===== src/rtl/soc_bus_pkg.sv =====
// Wishbone bus shape shared by the decoder and every slave.
// Widths of address, data, byte selects and register index.
package soc_bus_pkg;

	// ******************************
	// bus widths
	// ******************************
	localparam int ADDR_W = 16;
	localparam int DATA_W = 32;
	localparam int SEL_W  = DATA_W / 8;
	localparam int IDX_W  = 3;

	typedef logic [ADDR_W-1:0] wb_addr_t; // byte address.
	typedef logic [DATA_W-1:0] wb_data_t;
	typedef logic [SEL_W-1:0]  wb_sel_t;  // one bit per byte lane.

	// word index inside a region, taken from address bits 4:2.
	typedef logic [IDX_W-1:0] reg_idx_t;

endpackage


===== src/rtl/soc_map_pkg.sv =====
// System map: device regions, device ids, interrupt sources
// and the software reset command encoding.
package soc_map_pkg;

	// ******************************
	// address map
	// ******************************
	localparam int REGION_SHIFT = 12; // each device owns 4 KB.

	// address bits 15:12 pick the region; the other values are unmapped.
	typedef enum logic [3:0] {
		DEV_TABLE = 4'd0,
		DEV_GPIO  = 4'd1,
		DEV_INTC  = 4'd2
	} dev_e;

	localparam logic [15:0] DEV_ID_TABLE = 16'h0001;
	localparam logic [15:0] DEV_ID_GPIO  = 16'h0002;
	localparam logic [15:0] DEV_ID_INTC  = 16'h0003;

	// ******************************
	// reset commands
	// ******************************
	// bit 0 is rst0 and bit 1 is rst1.
	typedef enum logic [1:0] {
		RST_CMD_NONE = 2'd0,
		RST_CMD_OFF  = 2'd1,
		RST_CMD_WARM = 2'd2,
		RST_CMD_COLD = 2'd3
	} rst_cmd_e;

	// ******************************
	// interrupt sources
	// ******************************
	localparam int INT_SRC_GPIO   = 0;
	localparam int INT_SRC_BUSERR = 1;
	localparam int INT_SRC_COUNT  = 2;

	typedef logic [INT_SRC_COUNT-1:0] int_vec_t;

endpackage


===== src/rtl/wb_if.sv =====
`timescale 1ns/1ns
// Wishbone classic link between the address decoder and one slave.
interface wb_if;

	logic                  cyc;
	logic                  stb;
	logic                  we;
	soc_bus_pkg::wb_addr_t adr;
	soc_bus_pkg::wb_data_t dat_w;
	soc_bus_pkg::wb_sel_t  sel;
	soc_bus_pkg::wb_data_t dat_r; // valid while ack is high.
	logic                  ack;

	// the decoder side.
	modport master (
		output cyc,
		output stb,
		output we,
		output adr,
		output dat_w,
		output sel,
		input  dat_r,
		input  ack
	);

	modport slave (
		input  cyc,
		input  stb,
		input  we,
		input  adr,
		input  dat_w,
		input  sel,
		output dat_r,
		output ack
	);

endinterface


===== src/rtl/sys_ctrl.sv =====
`timescale 1ns/1ns
// System controller: reset counter, software reset and power-off handling,
// and the rate-limited bus activity blink.
module sys_ctrl #(
	parameter int RESET_CYCLES = 16,
	parameter int ACT_HOLD     = 127
) (
	input  logic                  clk100mhz,
	input  logic                  rst_p,
	input  soc_map_pkg::rst_cmd_e rst_cmd_i,
	input  logic                  bus_active_i,
	output logic                  sys_rst_o,
	output logic                  pwr_off_o,
	output logic                  activity_o
);

	localparam int RST_CNT_W = $clog2(RESET_CYCLES + 1);
	localparam int ACT_CNT_W = $clog2(ACT_HOLD + 1);

	typedef enum logic [1:0] {
		HOLD,
		RUN,
		OFF
	} state_e;

	state_e               state;
	logic [RST_CNT_W-1:0] rst_cnt;
	logic [ACT_CNT_W-1:0] act_cnt;

	// ******************************
	// reset sequencing
	// ******************************
	always_ff @(posedge clk100mhz) begin
		if (rst_p) begin
			state   <= HOLD;
			rst_cnt <= RST_CNT_W'(RESET_CYCLES);
		end else begin
			case (state)
				HOLD: begin
					// leaves reset on the RESET_CYCLES-th edge after rst_p falls.
					if (rst_cnt == RST_CNT_W'(1))
						state <= RUN;
					rst_cnt <= rst_cnt - 1'b1;
				end
				RUN: begin
					case (rst_cmd_i)
						soc_map_pkg::RST_CMD_OFF: state <= OFF;
						// with no global set/reset, cold restarts the same way as warm.
						soc_map_pkg::RST_CMD_WARM, soc_map_pkg::RST_CMD_COLD: begin
							state   <= HOLD;
							rst_cnt <= RST_CNT_W'(RESET_CYCLES);
						end
						default: state <= RUN;
					endcase
				end
				OFF: state <= OFF; // only rst_p brings the system back.
				default: begin
					state   <= HOLD;
					rst_cnt <= RST_CNT_W'(RESET_CYCLES);
				end
			endcase
		end
	end

	assign sys_rst_o = (state != RUN);
	assign pwr_off_o = (state == OFF);

	// ******************************
	// activity blink
	// ******************************
	always_ff @(posedge clk100mhz) begin
		if (rst_p || sys_rst_o) begin
			act_cnt    <= '0;
			activity_o <= 1'b0;
		end else if (act_cnt != '0) begin
			act_cnt    <= act_cnt - 1'b1; // no new pulse until this runs out.
			activity_o <= 1'b0;
		end else begin
			activity_o <= bus_active_i;
			if (bus_active_i)
				act_cnt <= ACT_CNT_W'(ACT_HOLD);
		end
	end

	// reset is released only after a full countdown.
	reset_held_full_count: assert property (@(posedge clk100mhz) disable iff (rst_p)
		$fell(sys_rst_o) |-> $past(sys_rst_o, RESET_CYCLES));

endmodule


===== src/rtl/bus_decoder.sv =====
`timescale 1ns/1ns
// Address decoder: routes the single bus master to one device region
// and answers unmapped regions with zero data and a bus error pulse.
module bus_decoder (
	input  logic                  clk100mhz,
	input  logic                  rst_i,
	input  logic                  wb_cyc_i,
	input  logic                  wb_stb_i,
	input  logic                  wb_we_i,
	input  soc_bus_pkg::wb_addr_t wb_adr_i,
	input  soc_bus_pkg::wb_data_t wb_dat_i,
	input  soc_bus_pkg::wb_sel_t  wb_sel_i,
	output soc_bus_pkg::wb_data_t wb_dat_o,
	output logic                  wb_ack_o,
	wb_if.master                  tbl_o,
	wb_if.master                  gpio_o,
	wb_if.master                  intc_o,
	output logic                  bus_active_o,
	output logic                  bus_err_o
);

	soc_map_pkg::dev_e region;
	logic              req;
	logic              unmapped;
	logic              inv_ack;

	assign req    = wb_cyc_i && wb_stb_i;
	assign region = soc_map_pkg::dev_e'(wb_adr_i[soc_map_pkg::REGION_SHIFT +:
		$bits(soc_map_pkg::dev_e)]);

	// ******************************
	// request fan-out
	// ******************************
	assign tbl_o.cyc   = wb_cyc_i;
	assign tbl_o.stb   = wb_stb_i && (region == soc_map_pkg::DEV_TABLE);
	assign tbl_o.we    = wb_we_i;
	assign tbl_o.adr   = wb_adr_i;
	assign tbl_o.dat_w = wb_dat_i;
	assign tbl_o.sel   = wb_sel_i;

	assign gpio_o.cyc   = wb_cyc_i;
	assign gpio_o.stb   = wb_stb_i && (region == soc_map_pkg::DEV_GPIO);
	assign gpio_o.we    = wb_we_i;
	assign gpio_o.adr   = wb_adr_i;
	assign gpio_o.dat_w = wb_dat_i;
	assign gpio_o.sel   = wb_sel_i;

	assign intc_o.cyc   = wb_cyc_i;
	assign intc_o.stb   = wb_stb_i && (region == soc_map_pkg::DEV_INTC);
	assign intc_o.we    = wb_we_i;
	assign intc_o.adr   = wb_adr_i;
	assign intc_o.dat_w = wb_dat_i;
	assign intc_o.sel   = wb_sel_i;

	// response mux; the address is held until ack so the region is stable.
	always_comb begin
		wb_ack_o = inv_ack;
		wb_dat_o = '0;
		unmapped = 1'b1;
		case (region)
			soc_map_pkg::DEV_TABLE: begin
				wb_ack_o = tbl_o.ack;
				wb_dat_o = tbl_o.dat_r;
				unmapped = 1'b0;
			end
			soc_map_pkg::DEV_GPIO: begin
				wb_ack_o = gpio_o.ack;
				wb_dat_o = gpio_o.dat_r;
				unmapped = 1'b0;
			end
			soc_map_pkg::DEV_INTC: begin
				wb_ack_o = intc_o.ack;
				wb_dat_o = intc_o.dat_r;
				unmapped = 1'b0;
			end
			default: unmapped = 1'b1;
		endcase
	end

	// invalid-device responder, one cycle like every real slave.
	always_ff @(posedge clk100mhz) begin
		if (rst_i)
			inv_ack <= 1'b0;
		else
			inv_ack <= req && unmapped && !inv_ack;
	end

	assign bus_err_o    = inv_ack; // pulses at the error ack.
	assign bus_active_o = req;

	only_one_slave_acks: assert property (@(posedge clk100mhz) disable iff (rst_i)
		$onehot0({tbl_o.ack, gpio_o.ack, intc_o.ack}));

endmodule


===== src/rtl/dev_table.sv =====
`timescale 1ns/1ns
// Device table: read-only descriptors of the mapped devices,
// plus the software reset command register.
module dev_table (
	input  logic                  clk100mhz,
	input  logic                  rst_i,
	wb_if.slave                   bus_s,
	output soc_map_pkg::rst_cmd_e rst_cmd_o
);

	localparam soc_bus_pkg::reg_idx_t RST_CMD_WORD = 3'd4;

	soc_bus_pkg::reg_idx_t idx;
	soc_bus_pkg::wb_data_t rd_data;
	logic                  accept;

	// id in the top half, region size as a shift in the low byte.
	function automatic soc_bus_pkg::wb_data_t descriptor(input logic [15:0] dev_id);
		return {dev_id, 8'h00, 8'(soc_map_pkg::REGION_SHIFT)};
	endfunction

	assign idx    = bus_s.adr[4:2];
	assign accept = bus_s.cyc && bus_s.stb && !bus_s.ack;

	always_comb begin
		case (idx)
			3'd0: rd_data = descriptor(soc_map_pkg::DEV_ID_TABLE);
			3'd1: rd_data = descriptor(soc_map_pkg::DEV_ID_GPIO);
			3'd2: rd_data = descriptor(soc_map_pkg::DEV_ID_INTC);
			default: rd_data = '0;
		endcase
	end

	always_ff @(posedge clk100mhz) begin
		if (rst_i) begin
			bus_s.ack <= 1'b0;
			rst_cmd_o <= soc_map_pkg::RST_CMD_NONE;
		end else begin
			bus_s.ack <= accept;
			rst_cmd_o <= soc_map_pkg::RST_CMD_NONE; // the command is a single pulse.
			if (accept && bus_s.we && bus_s.sel[0] && (idx == RST_CMD_WORD))
				rst_cmd_o <= soc_map_pkg::rst_cmd_e'(bus_s.dat_w[1:0]);
		end
	end

	always_ff @(posedge clk100mhz) begin
		if (accept)
			bus_s.dat_r <= rd_data;
	end

endmodule


===== src/rtl/gpio_port.sv =====
`timescale 1ns/1ns
// GPIO block: synchronized inputs, an output register and an input change event.
module gpio_port #(
	parameter int GPIO_W = 16
) (
	input  logic              clk100mhz,
	input  logic              rst_i,
	wb_if.slave               bus_s,
	input  logic [GPIO_W-1:0] gp_i,
	output logic [GPIO_W-1:0] gp_o,
	output logic              change_o
);

	logic [GPIO_W-1:0]     gp_meta;
	logic [GPIO_W-1:0]     gp_sync;
	logic [GPIO_W-1:0]     gp_prev;
	soc_bus_pkg::wb_data_t wr_mask;
	soc_bus_pkg::wb_data_t rd_data;
	soc_bus_pkg::reg_idx_t idx;
	logic                  accept;

	assign idx    = bus_s.adr[4:2];
	assign accept = bus_s.cyc && bus_s.stb && !bus_s.ack;

	// byte lane selects widened to a bit mask.
	always_comb begin
		for (int b = 0; b < $bits(soc_bus_pkg::wb_sel_t); b++)
			wr_mask[8*b +: 8] = {8{bus_s.sel[b]}};
	end

	always_comb begin
		case (idx)
			3'd0: rd_data = soc_bus_pkg::wb_data_t'(gp_sync);
			3'd1: rd_data = soc_bus_pkg::wb_data_t'(gp_o);
			default: rd_data = '0;
		endcase
	end

	always_ff @(posedge clk100mhz) begin
		if (rst_i) begin
			gp_meta   <= '0;
			gp_sync   <= '0;
			gp_prev   <= '0;
			gp_o      <= '0;
			bus_s.ack <= 1'b0;
		end else begin
			gp_meta   <= gp_i; // two-flop synchronizer.
			gp_sync   <= gp_meta;
			gp_prev   <= gp_sync;
			bus_s.ack <= accept;
			if (accept && bus_s.we && (idx == 3'd1))
				gp_o <= (gp_o & ~wr_mask[GPIO_W-1:0]) |
					(bus_s.dat_w[GPIO_W-1:0] & wr_mask[GPIO_W-1:0]);
		end
	end

	always_ff @(posedge clk100mhz) begin
		if (accept)
			bus_s.dat_r <= rd_data;
	end

	assign change_o = (gp_sync != gp_prev);

endmodule


===== src/rtl/int_ctrl.sv =====
`timescale 1ns/1ns
// Interrupt controller: latches source pulses as pending bits
// and raises the interrupt line for enabled pending sources.
module int_ctrl (
	input  logic                  clk100mhz,
	input  logic                  rst_i,
	wb_if.slave                   bus_s,
	input  soc_map_pkg::int_vec_t src_i,
	output logic                  irq_o
);

	soc_map_pkg::int_vec_t pending;
	soc_map_pkg::int_vec_t enable;
	soc_map_pkg::int_vec_t clr_mask;
	soc_bus_pkg::wb_data_t rd_data;
	soc_bus_pkg::reg_idx_t idx;
	logic                  accept;
	logic                  wr_byte0;

	assign idx      = bus_s.adr[4:2];
	assign accept   = bus_s.cyc && bus_s.stb && !bus_s.ack;
	assign wr_byte0 = accept && bus_s.we && bus_s.sel[0];

	// writing ones to word 0 clears those pending bits.
	assign clr_mask = (wr_byte0 && (idx == 3'd0)) ?
		bus_s.dat_w[soc_map_pkg::INT_SRC_COUNT-1:0] : '0;

	always_comb begin
		case (idx)
			3'd0: rd_data = soc_bus_pkg::wb_data_t'(pending);
			3'd1: rd_data = soc_bus_pkg::wb_data_t'(enable);
			default: rd_data = '0;
		endcase
	end

	always_ff @(posedge clk100mhz) begin
		if (rst_i) begin
			pending   <= '0;
			enable    <= '0;
			irq_o     <= 1'b0;
			bus_s.ack <= 1'b0;
		end else begin
			bus_s.ack <= accept;
			pending   <= (pending & ~clr_mask) | src_i; // a new event wins over a clear.
			irq_o     <= |(pending & enable);
			if (wr_byte0 && (idx == 3'd1))
				enable <= bus_s.dat_w[soc_map_pkg::INT_SRC_COUNT-1:0];
		end
	end

	always_ff @(posedge clk100mhz) begin
		if (accept)
			bus_s.dat_r <= rd_data;
	end

	// an enabled source event reaches irq_o two edges later.
	event_raises_irq: assert property (@(posedge clk100mhz) disable iff (rst_i)
		(|(src_i & enable) && !(wr_byte0 && (idx == 3'd1))) |=> ##1 irq_o);

endmodule


===== src/rtl/soc_top.sv =====
`timescale 1ns/1ns
// System top: reset and power control, address decoding, device table,
// GPIO and interrupt controller behind one external Wishbone master.
module soc_top #(
	parameter int GPIO_W       = 16,
	parameter int RESET_CYCLES = 16,
	parameter int ACT_HOLD     = 127
) (
	input  logic                  clk100mhz,
	input  logic                  rst_p,
	input  logic                  wb_cyc_i,
	input  logic                  wb_stb_i,
	input  logic                  wb_we_i,
	input  soc_bus_pkg::wb_addr_t wb_adr_i,
	input  soc_bus_pkg::wb_data_t wb_dat_i,
	input  soc_bus_pkg::wb_sel_t  wb_sel_i,
	output soc_bus_pkg::wb_data_t wb_dat_o,
	output logic                  wb_ack_o,
	input  logic [GPIO_W-1:0]     gp_i,
	output logic [GPIO_W-1:0]     gp_o,
	output logic                  irq_o,
	output logic                  activity_o,
	output logic                  sys_rst_o,
	output logic                  pwr_off_o
);

	soc_map_pkg::rst_cmd_e rst_cmd;
	soc_map_pkg::int_vec_t int_src;
	logic                  bus_active;
	logic                  bus_err;
	logic                  gpio_change;

	wb_if wb_tbl ();
	wb_if wb_gpio ();
	wb_if wb_intc ();

	assign int_src[soc_map_pkg::INT_SRC_GPIO]   = gpio_change;
	assign int_src[soc_map_pkg::INT_SRC_BUSERR] = bus_err;

	// ******************************
	// control
	// ******************************
	sys_ctrl #(
		.RESET_CYCLES (RESET_CYCLES),
		.ACT_HOLD     (ACT_HOLD)
	) sys_ctrl_i (
		.clk100mhz    (clk100mhz),
		.rst_p        (rst_p),
		.rst_cmd_i    (rst_cmd),
		.bus_active_i (bus_active),
		.sys_rst_o    (sys_rst_o),
		.pwr_off_o    (pwr_off_o),
		.activity_o   (activity_o)
	);

	bus_decoder bus_decoder_i (
		.clk100mhz    (clk100mhz),
		.rst_i        (sys_rst_o),
		.wb_cyc_i     (wb_cyc_i),
		.wb_stb_i     (wb_stb_i),
		.wb_we_i      (wb_we_i),
		.wb_adr_i     (wb_adr_i),
		.wb_dat_i     (wb_dat_i),
		.wb_sel_i     (wb_sel_i),
		.wb_dat_o     (wb_dat_o),
		.wb_ack_o     (wb_ack_o),
		.tbl_o        (wb_tbl),
		.gpio_o       (wb_gpio),
		.intc_o       (wb_intc),
		.bus_active_o (bus_active),
		.bus_err_o    (bus_err)
	);

	// ******************************
	// devices
	// ******************************
	dev_table dev_table_i (
		.clk100mhz (clk100mhz),
		.rst_i     (sys_rst_o),
		.bus_s     (wb_tbl),
		.rst_cmd_o (rst_cmd)
	);

	gpio_port #(
		.GPIO_W (GPIO_W)
	) gpio_port_i (
		.clk100mhz (clk100mhz),
		.rst_i     (sys_rst_o),
		.bus_s     (wb_gpio),
		.gp_i      (gp_i),
		.gp_o      (gp_o),
		.change_o  (gpio_change)
	);

	int_ctrl int_ctrl_i (
		.clk100mhz (clk100mhz),
		.rst_i     (sys_rst_o),
		.bus_s     (wb_intc),
		.src_i     (int_src),
		.irq_o     (irq_o)
	);

endmodule


===== config.mk =====
export PLATFORM = sky130hd
export DESIGN_NAME = soc_top
export DESIGN_NICKNAME = d
export VERILOG_FILES = /design/src/rtl/soc_bus_pkg.sv /design/src/rtl/soc_map_pkg.sv /design/src/rtl/wb_if.sv /design/src/rtl/sys_ctrl.sv /design/src/rtl/bus_decoder.sv /design/src/rtl/dev_table.sv /design/src/rtl/gpio_port.sv /design/src/rtl/int_ctrl.sv /design/src/rtl/soc_top.sv
export SDC_FILE = /design/constraint.sdc
export NUM_CORES = 1
export LEC_CHECK = 0
export ABC_CLOCK_PERIOD_IN_PS = 2300
export BUFFER_PORTS_ARGS = -buffer_cell sky130_fd_sc_hd__buf_2
export CAP_MARGIN = 0
export CORE_MARGIN = 4
export CORE_UTILIZATION = 30
export DETAILED_ROUTE_END_ITERATION = 10
export PLACE_DENSITY = 0.58
export SETUP_SLACK_MARGIN = 0.2
export SYNTH_ARGS = -nofsm -noshare
export SYNTH_HDL_FRONTEND = slang
export SYNTH_SLANG_ARGS = --single-unit

===== constraint.sdc =====
create_clock -name clk100mhz -period 2.3 [get_ports clk100mhz]
set_input_delay 0.46 -clock clk100mhz [delete_from_list [all_inputs] [get_ports clk100mhz]]
set_output_delay 0.46 -clock clk100mhz [all_outputs]
set_load 0.02 [all_outputs]

; ---- Yosys cells after proc, flatten, opt, wreduce, memory -nomap -nowiden
; Index checks and enable logic that the tools add are counted.
[classes]
eq_ne = 15
mux = 14
n_reduce_logical = 37
addsub = 2
n_bitwise = 10
[ops]
columns = op, n
row1 = 32-bit one-hot mux with 3 select lines, 1
row2 = 18-bit one-hot mux with 3 select lines, 1
row3 = 16-bit bitwise AND, 2
row4 = 16-bit one-hot mux with 2 select lines, 1
row5 = 1-bit logical AND, 21
row6 = 16-bit != test, 1
row7 = 16-bit inverter, 1
row8 = 16-bit OR, 1
row9 = 5-bit one-hot mux with 3 select lines, 1
row10 = 7-bit 2-to-1 mux, 2
row11 = 2-bit one-hot mux with 2 select lines, 2
row12 = 2-bit OR reduction, 4
row13 = 7-bit nonzero test, 1
row14 = "7-bit by 1-bit subtractor with 7-bit output, second input constant", 1
row15 = "2-bit equality test, second input constant", 3
row16 = "2-bit by 1-bit != test with 1-bit output, second input constant", 3
row17 = 2-bit one-hot mux with 3 select lines, 1
row18 = "5-bit by 1-bit equality test with 1-bit output, second input constant", 1
row19 = 5-bit 2-to-1 mux, 1
row20 = "5-bit by 1-bit subtractor with 5-bit output, second input constant", 1
row21 = 2-bit bitwise AND, 2
row22 = "2-bit by 1-bit equality test with 1-bit output, second input constant", 2
row23 = "4-bit by 1-bit equality test with 1-bit output, second input constant", 1
row24 = "4-bit by 2-bit equality test with 1-bit output, second input constant", 1
row25 = other kinds (17), 22
[totals]
regBits = 186
word_cells = 97
in_bits = 73

; ---- Logic depth before layout (Yosys ltp)
; Gate-level depths: netlist of the first run.
[depth]
word_depth = 11
ltp_mapped = 6
mapped_depth_nobuf = 6

; ---- Modules after synthesis
; Synthesis of the first run repeated with hierarchy kept, for this count alone.
[hier_totals]
cells_unflattened = 713
hier_area_um2 = 6747.7
[by_module_without_submodules]
columns = module, area_each_um2, cells_each, n_inst
row1 = gpio_port, 2997.9, 250, 1
row2 = bus_decoder, 1889.3, 252, 1
row3 = sys_ctrl, 845.8, 96, 1
row4 = int_ctrl, 570.5, 66, 1
row5 = dev_table, 444.2, 49, 1

; ---- Worst setup path after synthesis of the first run
; No wires, ideal clock.
[synth_timing]
path_type = input -> register
startpoint = input wb_adr_i[13]
endpoint = register gpio_port_i.bus_s.dat_r[0], enable pin
setup_ps = 388
path_slack_ps = 107
t_required_ps = 1912
path_stages = 4
arrival_time_ps = 1804
path_cell_list = buf_2 nor4b_4 nand2b_1 nor2_1
[synth_between]
elab_chain_cells = 4
[synth_lines]
columns = item, line
row1 = "start, declared", soc_top.sv:14  ; input soc_bus_pkg::wb_addr_t wb_adr_i,
row2 = 4-bit by 1-bit equality test with 1-bit output, bus_decoder.sv:42  ; assign gpio_o.stb = wb_stb_i && (region == soc_map_pkg::DEV_GPIO);
row3 = 1-bit logical AND, bus_decoder.sv:42
row4 = 1-bit logical AND (2 in a row), gpio_port.sv:23  ; assign accept = bus_s.cyc && bus_s.stb && !bus_s.ack;
row5 = net gpio_port_i.accept, gpio_port.sv:20  ; logic accept;
row6 = "end signal, assigned", gpio_port.sv:59  ; bus_s.dat_r <= rd_data;
row7 = "end, declared", wb_if.sv:33  ; output dat_r,
; The timed path passes the listed nets, and every way through them passes these cells.
; A chain may end at the register's enable or synchronous reset.

; ---- Worst setup path in the final report of the first run
[layout_timing]
startpoint = input wb_adr_i[15]
endpoint = output wb_dat_o[3]
[layout_between]
elab_chain_cells = 2
elab_cells_between_ends = 4
[layout_lines]
columns = item, line
row1 = 4-bit by 2-bit equality test with 1-bit output (tied with other cells), bus_decoder.sv:60  ; case (region)
row2 = 32-bit one-hot mux with 3 select lines *, bus_decoder.sv:60
row3 = "end, declared", soc_top.sv:17  ; output soc_bus_pkg::wb_data_t wb_dat_o,
; Mark *: on every way between the ends. The rest lies on a longest branch, timed or not.

==> out/results.ini, run 1 <==
[clocking]
clkTransAtPathRegs_ns = 0.07
cts.sinks = 111
htreeDepth = 3
numCtsBuffers = 9
clk_latency_ns = 0.35
clockBufferDepth = 2
cts_tree = yes
cts_root_buf = clkbuf_16

[routing]
first_pass_iters = 4
drc_errors = 0
wl_per_cell_um = 13.50
drt.antenna.violating_nets = 0
routed_wl_mm = 9.435
drtIter0Drc = 199
num_vias = 3102
via_per_inst = 4.438

[worst_hold_path]
min_path_type = in -> reg

[timing]
finalMaxSlewViolations = 0
skew_ns = 0.008342
max_freq_mhz = 496.8
slew_headroom_pct = 61.66
finalCritPeriodShare_pct = 87.51
tightestPinTransition_ns = 0.5698
rsz0062_at_grt = false
finalCriticalPeriod_ns = 2.013
fin_setup_tns_ns = 0
setup_violations = 0
hold_violations = 0

[synth]
synth_top_area_share_pct = 40.52
synth_xor_xnor_area_share_pct = 3.545
synth_top_family_by_area = simple AND/OR/NAND/NOR gates
ys_warn_count = 0
synthCells = 425
yosys_register_bits = 111
synth_area_leaders = dfxtp_1 (41%), edfxtp_1 (14%), and2_1 (9.0%), mux2i_1 (4.3%), nor2_1 (3.7%)
syn_area_sq_um = 4447
synthFlopType = dfxtp_1
synthDistinctLibCells = 52
seq_area_frac_synth_pct = 54.70
synthAdderAreaFrac_pct = 0.8441
synth_compound_area_share_pct = 8.807
yosys-mux-area-fraction_pct = 4.277
synth_edf_count = 21
async_flop_share_pct = 0
yosys.area_share.simple_pct = 22.40
syn_avg_cell_area_sq_um = 10.46
synth_area_leader_cell = dfxtp_1

[floorplan]
io_pins = 126
core_sq_um = 14530
start_util_pct = 30.60
die_h_um = 129.7
rows = 44
die_x_um = 129.7
die_area_sq_um = 16830

[finish]
diodes = 0
n_fill_cell = 1500
drive_above_1_share_pct = 24.27
design_area_sq_um = 5374
syn2layout_area_growth_pct = 20.85
fin_nets = 586

[pwr]
p_leak_nw = 2.162
ir_worst_vdd_mv = 0.4461
p_per_area_nw_per_um2 = 732.5

[grt]
grt_max_degree = 51
grt_pass1_vias = 2915
grtUsageTotal_pct = 11.18
grt_pass1_wl_mm = 14.75
grt_overflow = 0
grt_antenna_before_repair = 0

[worst_setup_path]
cp-end-kind = primary output
arrival_ns = 1.55
crit_fanout = 6
r2r-end = sys_ctrl_i.act_cnt[5]$_SDFFE_PP0P_
cp_data_required_time_ns = 1.84
endpoint = wb_dat_o[3]
crit_start = wb_adr_i[15]
setup.worst_path.class = in -> out
worstReg2RegStart = sys_ctrl_i.act_cnt[0]$_SDFFE_PP0P_
critPathLaunchType = input pin
r2r_cells = 6
r2r_setup_slack_ns = 0.45

[place]
place_area_sq_um = 5017
port-buffer-count = 84
routabilityCongestion = 0.7913
dp_hpwl_mm = 7.135

[run_status]
outcome = complete, no violations

[job]
max_cap_violations = 0

## report_power, final
group | internal [mW] | switching, mW | total [mW] | leakage (nW)
sequential | 2.01 | 0.0286 | 2.04 | 0.890
clock | 0.882 | 0.703 | 1.59 | 0.160
combinational | 0.130 | 0.183 | 0.313 | 1.11
total | 3.02 | 0.915 | 3.94 | 2.16
## placed cells by master (no fill, tap or decap), drive strengths merged, types with 14 or more instances in the layout
cell type and n:
dfxtp 90, edfxtp 21, conb 14, a21oi 16
buf 96, a22o 18, nor2 44, and2 64
nand2 17, mux2i 19, xnor2 17
## cell usage after synthesis, types with 4 or more instances
master and n:
nand4_1 8, dfxtp_1 90, nor2b_1 4, inv_1 9, nor3_1 9, clkbuf_1 13, a211oi_1 4, nand2_1 17
mux2i_1 19, buf_4 16, a21oi_1 15, and2_1 64, a22o_1 18, xnor2_1 17, edfxtp_1 21, nor2_1 44
o21ai_0 4
## repair_timing
action,in CTS,in global routing
resized for setup,1,2
hold buffers,0,0
buffers inserted,0,4
pin swaps,0,1
endpoints found under the setup margin,2,10
## stage by stage
step                setup WS, ns  hold slack, ns  power (mW)  utilization [%]  cells
finish                    0.2872          0.3097       3.936            36.97    699
global route              0.1886          0.2963       4.111            36.97    699
CTS                       0.2223          0.2993       3.976            36.73    695
detailed placement        0.1767          0.4150       2.390            34.52    679
global placement          0.1961          0.4099       2.380            34.52    679
floorplan                 0.3533          0.4009       2.305                -    438
## layout make-up
type                            count  area (sq um)  area share, %
Clock inverter                      5         41.29         0.7683
Inverter                            9         37.54         0.6985
Timing Repair Buffer               96         510.5          9.499
Sequential cell                   111          2434          45.29
Clock buffer                       11         275.3          5.122
Multi-Input combinational cell    283          1846          34.34
Tap cell                          184         230.2          4.284
## worst min-delay path by stage
stage / start / depth (start not counted) / slack [ns] / end
after floorplan: bus_decoder_i.bus_err_o$_SDFF_PN0_ / 1 / 0.40 / bus_decoder_i.bus_err_o$_SDFF_PN0_
after global placement: bus_decoder_i.bus_err_o$_SDFF_PN0_ / 1 / 0.41 / bus_decoder_i.bus_err_o$_SDFF_PN0_
after detailed placement: gpio_port_i.gp_meta[10]$_SDFF_PN0_ / 1 / 0.42 / gpio_port_i.gp_sync[10]$_SDFF_PN0_
after CTS: gp_i[7] / 2 / 0.30 / gpio_port_i.gp_meta[7]$_SDFF_PN0_
after global routing: gp_i[7] / 2 / 0.30 / gpio_port_i.gp_meta[7]$_SDFF_PN0_
final: gp_i[7] / 2 / 0.31 / gpio_port_i.gp_meta[7]$_SDFF_PN0_
## worst max-delay path: stages
cell,delay [ns]
buf_2,0.13
or2_2,0.35
nor3_2,0.21
nand2_1,0.14
nand2_1,0.09
buf_2,0.16
## cell families (layout without fill, tap and decap cells)
kind of cell	Yosys count	in the layout
AND/OR/NAND/NOR	174	174
flip-flops	111	111
AO/OA/AOI/OAI	55	55
buffers and inverters	44	121
multiplexers	19	19
XOR/XNOR	18	18
adder cells (fa/ha/maj)	3	3
other	1	14
## routing by layer
metal | global-route usage, % | share of wire, %
met5 | 0 | 0
met4 | 4.890 | 1.8
met3 | 2.292 | 4.7
met2 | 18.41 | 49
met1 | 14.25 | 44
No activity file was read; power rests on OpenSTA's default activity.
==> inputs of run 2 (changes only) <==
Settings changed: PLACE_DENSITY 0.58 to 0.55, SYNTH_HIERARCHICAL set to 1.
==> out/results.ini, run 2 <==
[worst_setup_path]
arrival_ns = 1.59
crit_path_top_delay_cell = a222oi_1
cp_cell_sequence = buf_6 > nor4b_4 > buf_4 > buf_6 > a222oi_1 > inv_1 > buf_2
crit_fanout = 8
worstReg2RegStart = sys_ctrl_i/act_cnt[0]$_SDFFE_PP0P_
path_common_cell = buf_6
max_stage_delay_ns = 0.39
crit_start = wb_adr_i[12]
setup.worst_path.class = in -> out
cp_data_required_time_ns = 1.84
critPathLaunchType = input pin
crit_buf_inv = 5
cp-end-kind = primary output
cp_top_family = buffers and inverters

[floorplan]
core_sq_um = 18890
io_pins = 126
start_util_pct = 30.83
die_h_um = 147.3
die_x_um = 147.3
die_area_sq_um = 21710
rows = 50

[clocking]
clk_latency_ns = 0.35
htreeDepth = 3
cts_hold_buffers = 0
cts_tree = yes
clkTransAtPathRegs_ns = 0.08
cts_root_buf = clkbuf_16
numCtsBuffers = 9
clockBufferDepth = 2
cts.sinks = 111

[routing]
via_per_inst = 4.144
drt.antenna.violating_nets = 0
drc_errors = 0
drtIter0Drc = 181
wl_per_cell_um = 13.04
routed_wl_mm = 11.78
first_pass_iters = 5
num_vias = 3742

[pwr]
p_comb_share_pct = 11.9
seqPwrFrac_pct = 49.8
p_per_area_nw_per_um2 = 651.8
swShare_pct = 27.00
ir_worst_vdd_mv = 0.3799
p_total_mw = 4.159
pwr-share-clk_pct = 38.4
p_leak_nw = 2.915
power_switching_mw = 1.123
intPower_mw = 3.036

[synth]
synthCells = 590
ys_warn_count = 6
syn_area_sq_um = 5824
syn_avg_cell_area_sq_um = 9.872

[timing]
max_freq_mhz = 487.1
rsz0062_at_grt = true
hold_violations = 0
setup_violations = 0
finalCritPeriodShare_pct = 89.27
finalMaxSlewViolations = 0
fin_setup_tns_ns = 0
finalCriticalPeriod_ns = 2.053
skew_ns = 0.009249
slew_headroom_pct = 27.92
tightestPinTransition_ns = 1.075

[place]
dp_hpwl_mm = 8.878
routabilityCongestion = 0.7858
port-buffer-count = 84

[finish]
fin_nets = 715
diodes = 0
n_fill_cell = 2000
final_common_cell = dfxtp_1
drive_above_1_share_pct = 20.37
final_cell_mix = dfxtp_1 (90), buf_2 (76), conb_1 (74)
syn2layout_area_growth_pct = 9.560

[grt]
grt_max_degree = 30
grt_pass1_wl_mm = 18.97
grt_antenna_before_repair = 0
grt_overflow = 0
grt_pass1_vias = 3649
grtUsageTotal_pct = 10.87

[worst_hold_path]
min-delay-start = gp_i[14]
min_path_type = in -> reg

[run_status]
outcome = complete, no violations

[job]
max_cap_violations = 0

-- run 2: through the flow --
stage	worst slack, ns	hold slack [ns]	util, %	std cells	cell area [sq um]
finish	0.2469	0.3133	33.77	903	6381
global route	0.1754	0.2938	33.77	903	6381
CTS	0.2046	0.3066	33.47	900	6324
detailed placement	0.1932	0.4277	31.78	884	6005
global placement	0.1824	0.4246	31.78	884	6005
floorplan	0.1527	0.4138	-	661	6100
-- run 2: timing repair --
item	CTS	global route
endpoints found under the setup margin	1	13
pin swaps	1	3
resized for setup	0	16
setup buffers	0	2
cloned	0	1
-- run 2: worst paths after layout --
kind / endpoint / slack (ns) / depth (start not counted)
max: wb_dat_o[8] / 0.25 / 7
min: gpio_port_i/gp_meta[14]$_SDFF_PP0_ / 0.31 / 2
max reg2reg: sys_ctrl_i/act_cnt[5]$_SDFFE_PP0P_ / 0.61 / 5
min reg2reg: gpio_port_i/gp_sync[7]$_SDFF_PP0_ / 0.44 / 1
-- run 2: area by class of cell --
class | instances | area (sq um) | area share (%)
inverter | 45 | 168.9 | 2.647
clock inverter | 7 | 93.84 | 1.471
multi-input combinational | 366 | 2497 | 39.14
clock buffer | 9 | 225.2 | 3.529
timing repair buffer | 105 | 638.1 | 10.00
tap | 260 | 325.3 | 5.098
sequential | 111 | 2432 | 38.12
-- run 2: routing by layer --
metal	wire length, um	track usage, %	vias up
li1	-	-	1971
met1	5533	14.08	1695
met2	5649	17.97	69
met3	472	2.899	7
met4	123	2.936	0
met5	0	0	-
-- run 2: power by group through the flow --
| stage | logic, mW | clock network (mW) | registers [mW] |
|---|---|---|---|
| 2_1_floorplan | 0.483 | 0 | 2.11 |
| 3_3_place_gp | 0.487 | 0 | 2.11 |
| 3_5_place_dp | 0.489 | 0 | 2.12 |
| 4_1_cts | 0.490 | 1.66 | 2.07 |
| 5_1_grt | 0.558 | 1.74 | 2.08 |
| 6_report | 0.494 | 1.60 | 2.07 |
==> inputs of run 3 (changes only) <==
Settings changed: ABC_AREA set to 1, CORE_UTILIZATION 30 to 35, PLACE_DENSITY 0.55 to 0.61.
==> out/results.ini, run 3 <==
[grt]
globalRouteMet1Util_pct = 18.21
busiest_layer = met2
grt_max_degree = 57
grt_overflow = 0
use_met2_pct = 19.81
grt_pass1_wl_mm = 21.13
grt_antenna_before_repair = 1
grtUsageTotal_pct = 12.78
grtUsageMet3_pct = 2.056
grt_pass1_vias = 4264

[synth]
syn_avg_cell_area_sq_um = 7.354
ys_warn_count = 6
synthCells = 848
syn_area_sq_um = 6236

[routing]
wl_per_cell_um = 11.30
drtIter0Drc = 237
num_vias = 4659
first_pass_iters = 4
via_per_inst = 4.205
drt.antenna.violating_nets = 0
routed_wl_mm = 12.52
drc_errors = 0

[worst_setup_path]
crit_fanout = 56
r2r_setup_slack_ns = 0.70
worstReg2RegStart = sys_ctrl_i/state[1]$_SDFFE_PP0P_
cp_data_required_time_ns = 1.84
crit_start = wb_adr_i[15]
setup.worst_path.class = in -> out
arrival_ns = 1.50
cp-end-kind = primary output
r2r_cells = 5
critPathLaunchType = input pin

[floorplan]
rows = 48
core_sq_um = 17360
start_util_pct = 35.93
die_area_sq_um = 20020
die_x_um = 141.5
io_pins = 126
die_h_um = 141.5

[clocking]
cts.sinks = 111
numCtsBuffers = 9
ctsResizeCount = 0
clockBufferDepth = 2
cts_root_buf = clkbuf_16
clk_latency_ns = 0.34
clkTransAtPathRegs_ns = 0.08
cts_tree = yes
cts_hold_buffers = 0
cts_setup_buffers = 0
htreeDepth = 3

[timing]
finalMaxSlewViolations = 0
slew_headroom_pct = 61.07
setup_violations = 0
skew_ns = 0.01422
max_freq_mhz = 508.9
finalCriticalPeriod_ns = 1.965
rsz0062_at_grt = false
finalCritPeriodShare_pct = 85.43
hold_violations = 0
fin_setup_tns_ns = 0
tightestPinTransition_ns = 0.5833
whs_ns = 0.3114

[finish]
final_cell_mix = nand3_1 (145), inv_1 (110), nor2_1 (103)
syn2layout_area_growth_pct = 5.658
design_area_sq_um = 6589
final_util_pct = 37.96
final_common_cell = nand3_1
fin_nets = 955
diodes = 0
n_fill_cell = 1811
drive_above_1_share_pct = 16.42

[run_status]
outcome = complete, no violations

[place]
dp_hpwl_mm = 9.421
place_area_sq_um = 6279
routabilityCongestion = 0.8073
port-buffer-count = 84

[job]
max_cap_violations = 0

[pwr]
p_total_mw = 4.023
ir_worst_vdd_mv = 0.2936
p_per_area_nw_per_um2 = 610.5
p_leak_nw = 2.983

[worst_hold_path]
min-delay-start = gp_i[3]
hold_depth = 3
min_path_type = in -> reg
hold-path-endpoint = gpio_port_i/gp_meta[3]$_SDFF_PP0_

==> run 3: critical path, stage by stage <==
cell	delay, ns
buf_2	0.11
nor2_4	0.25
buf_12	0.27
nand3_1	0.10
nand3_1	0.12
buf_2	0.18
==> run 3: area by class of cell <==
class	count	area [sq um]	share of cell area, %
timing repair buffer	99	558.0	8.469
tap	225	281.5	4.273
clock inverter	5	57.56	0.8735
clock buffer	11	252.7	3.836
multi-input combinational	540	2566	38.95
inverter	117	440.4	6.684
sequential	111	2432	36.92
==> run 3: worst max-delay path by stage <==
stage	slack, ns	end	cells after the start
global placement	0.32	wb_dat_o[15]	6
finish	0.34	wb_dat_o[7]	6
floorplan	0.28	gpio_port_i/bus_s.dat_r[0]$_DFFE_PP_	7
CTS	0.31	wb_dat_o[7]	6
global route	0.22	wb_dat_o[16]	6
detailed placement	0.31	wb_dat_o[7]	6
==> run 3: stage by stage <==
| step | setup slack (ns) | instances |
|---|---|---|
| floorplan | 0.2848 | 919 |
| global placement | 0.3177 | 1092 |
| detailed placement | 0.3136 | 1092 |
| CTS | 0.3127 | 1108 |
| global route | 0.2153 | 1108 |
| finish | 0.3352 | 1108 |
==> run 3: layer usage <==
metal	wire length, um	share of wire (%)	up-vias
met3	495	4.0	13
met1	6400	51	2004
li1	-	-	2551
met5	13	0.10	-
met4	208	1.7	2
met2	5404	43	89
==> run 3: power by group <==
group          internal, mW  switching [mW]  total (mW)
logic                 0.141           0.301       0.442
clock network         0.827           0.730        1.56
registers              2.01          0.0166        2.02
total                  2.97            1.05        4.02
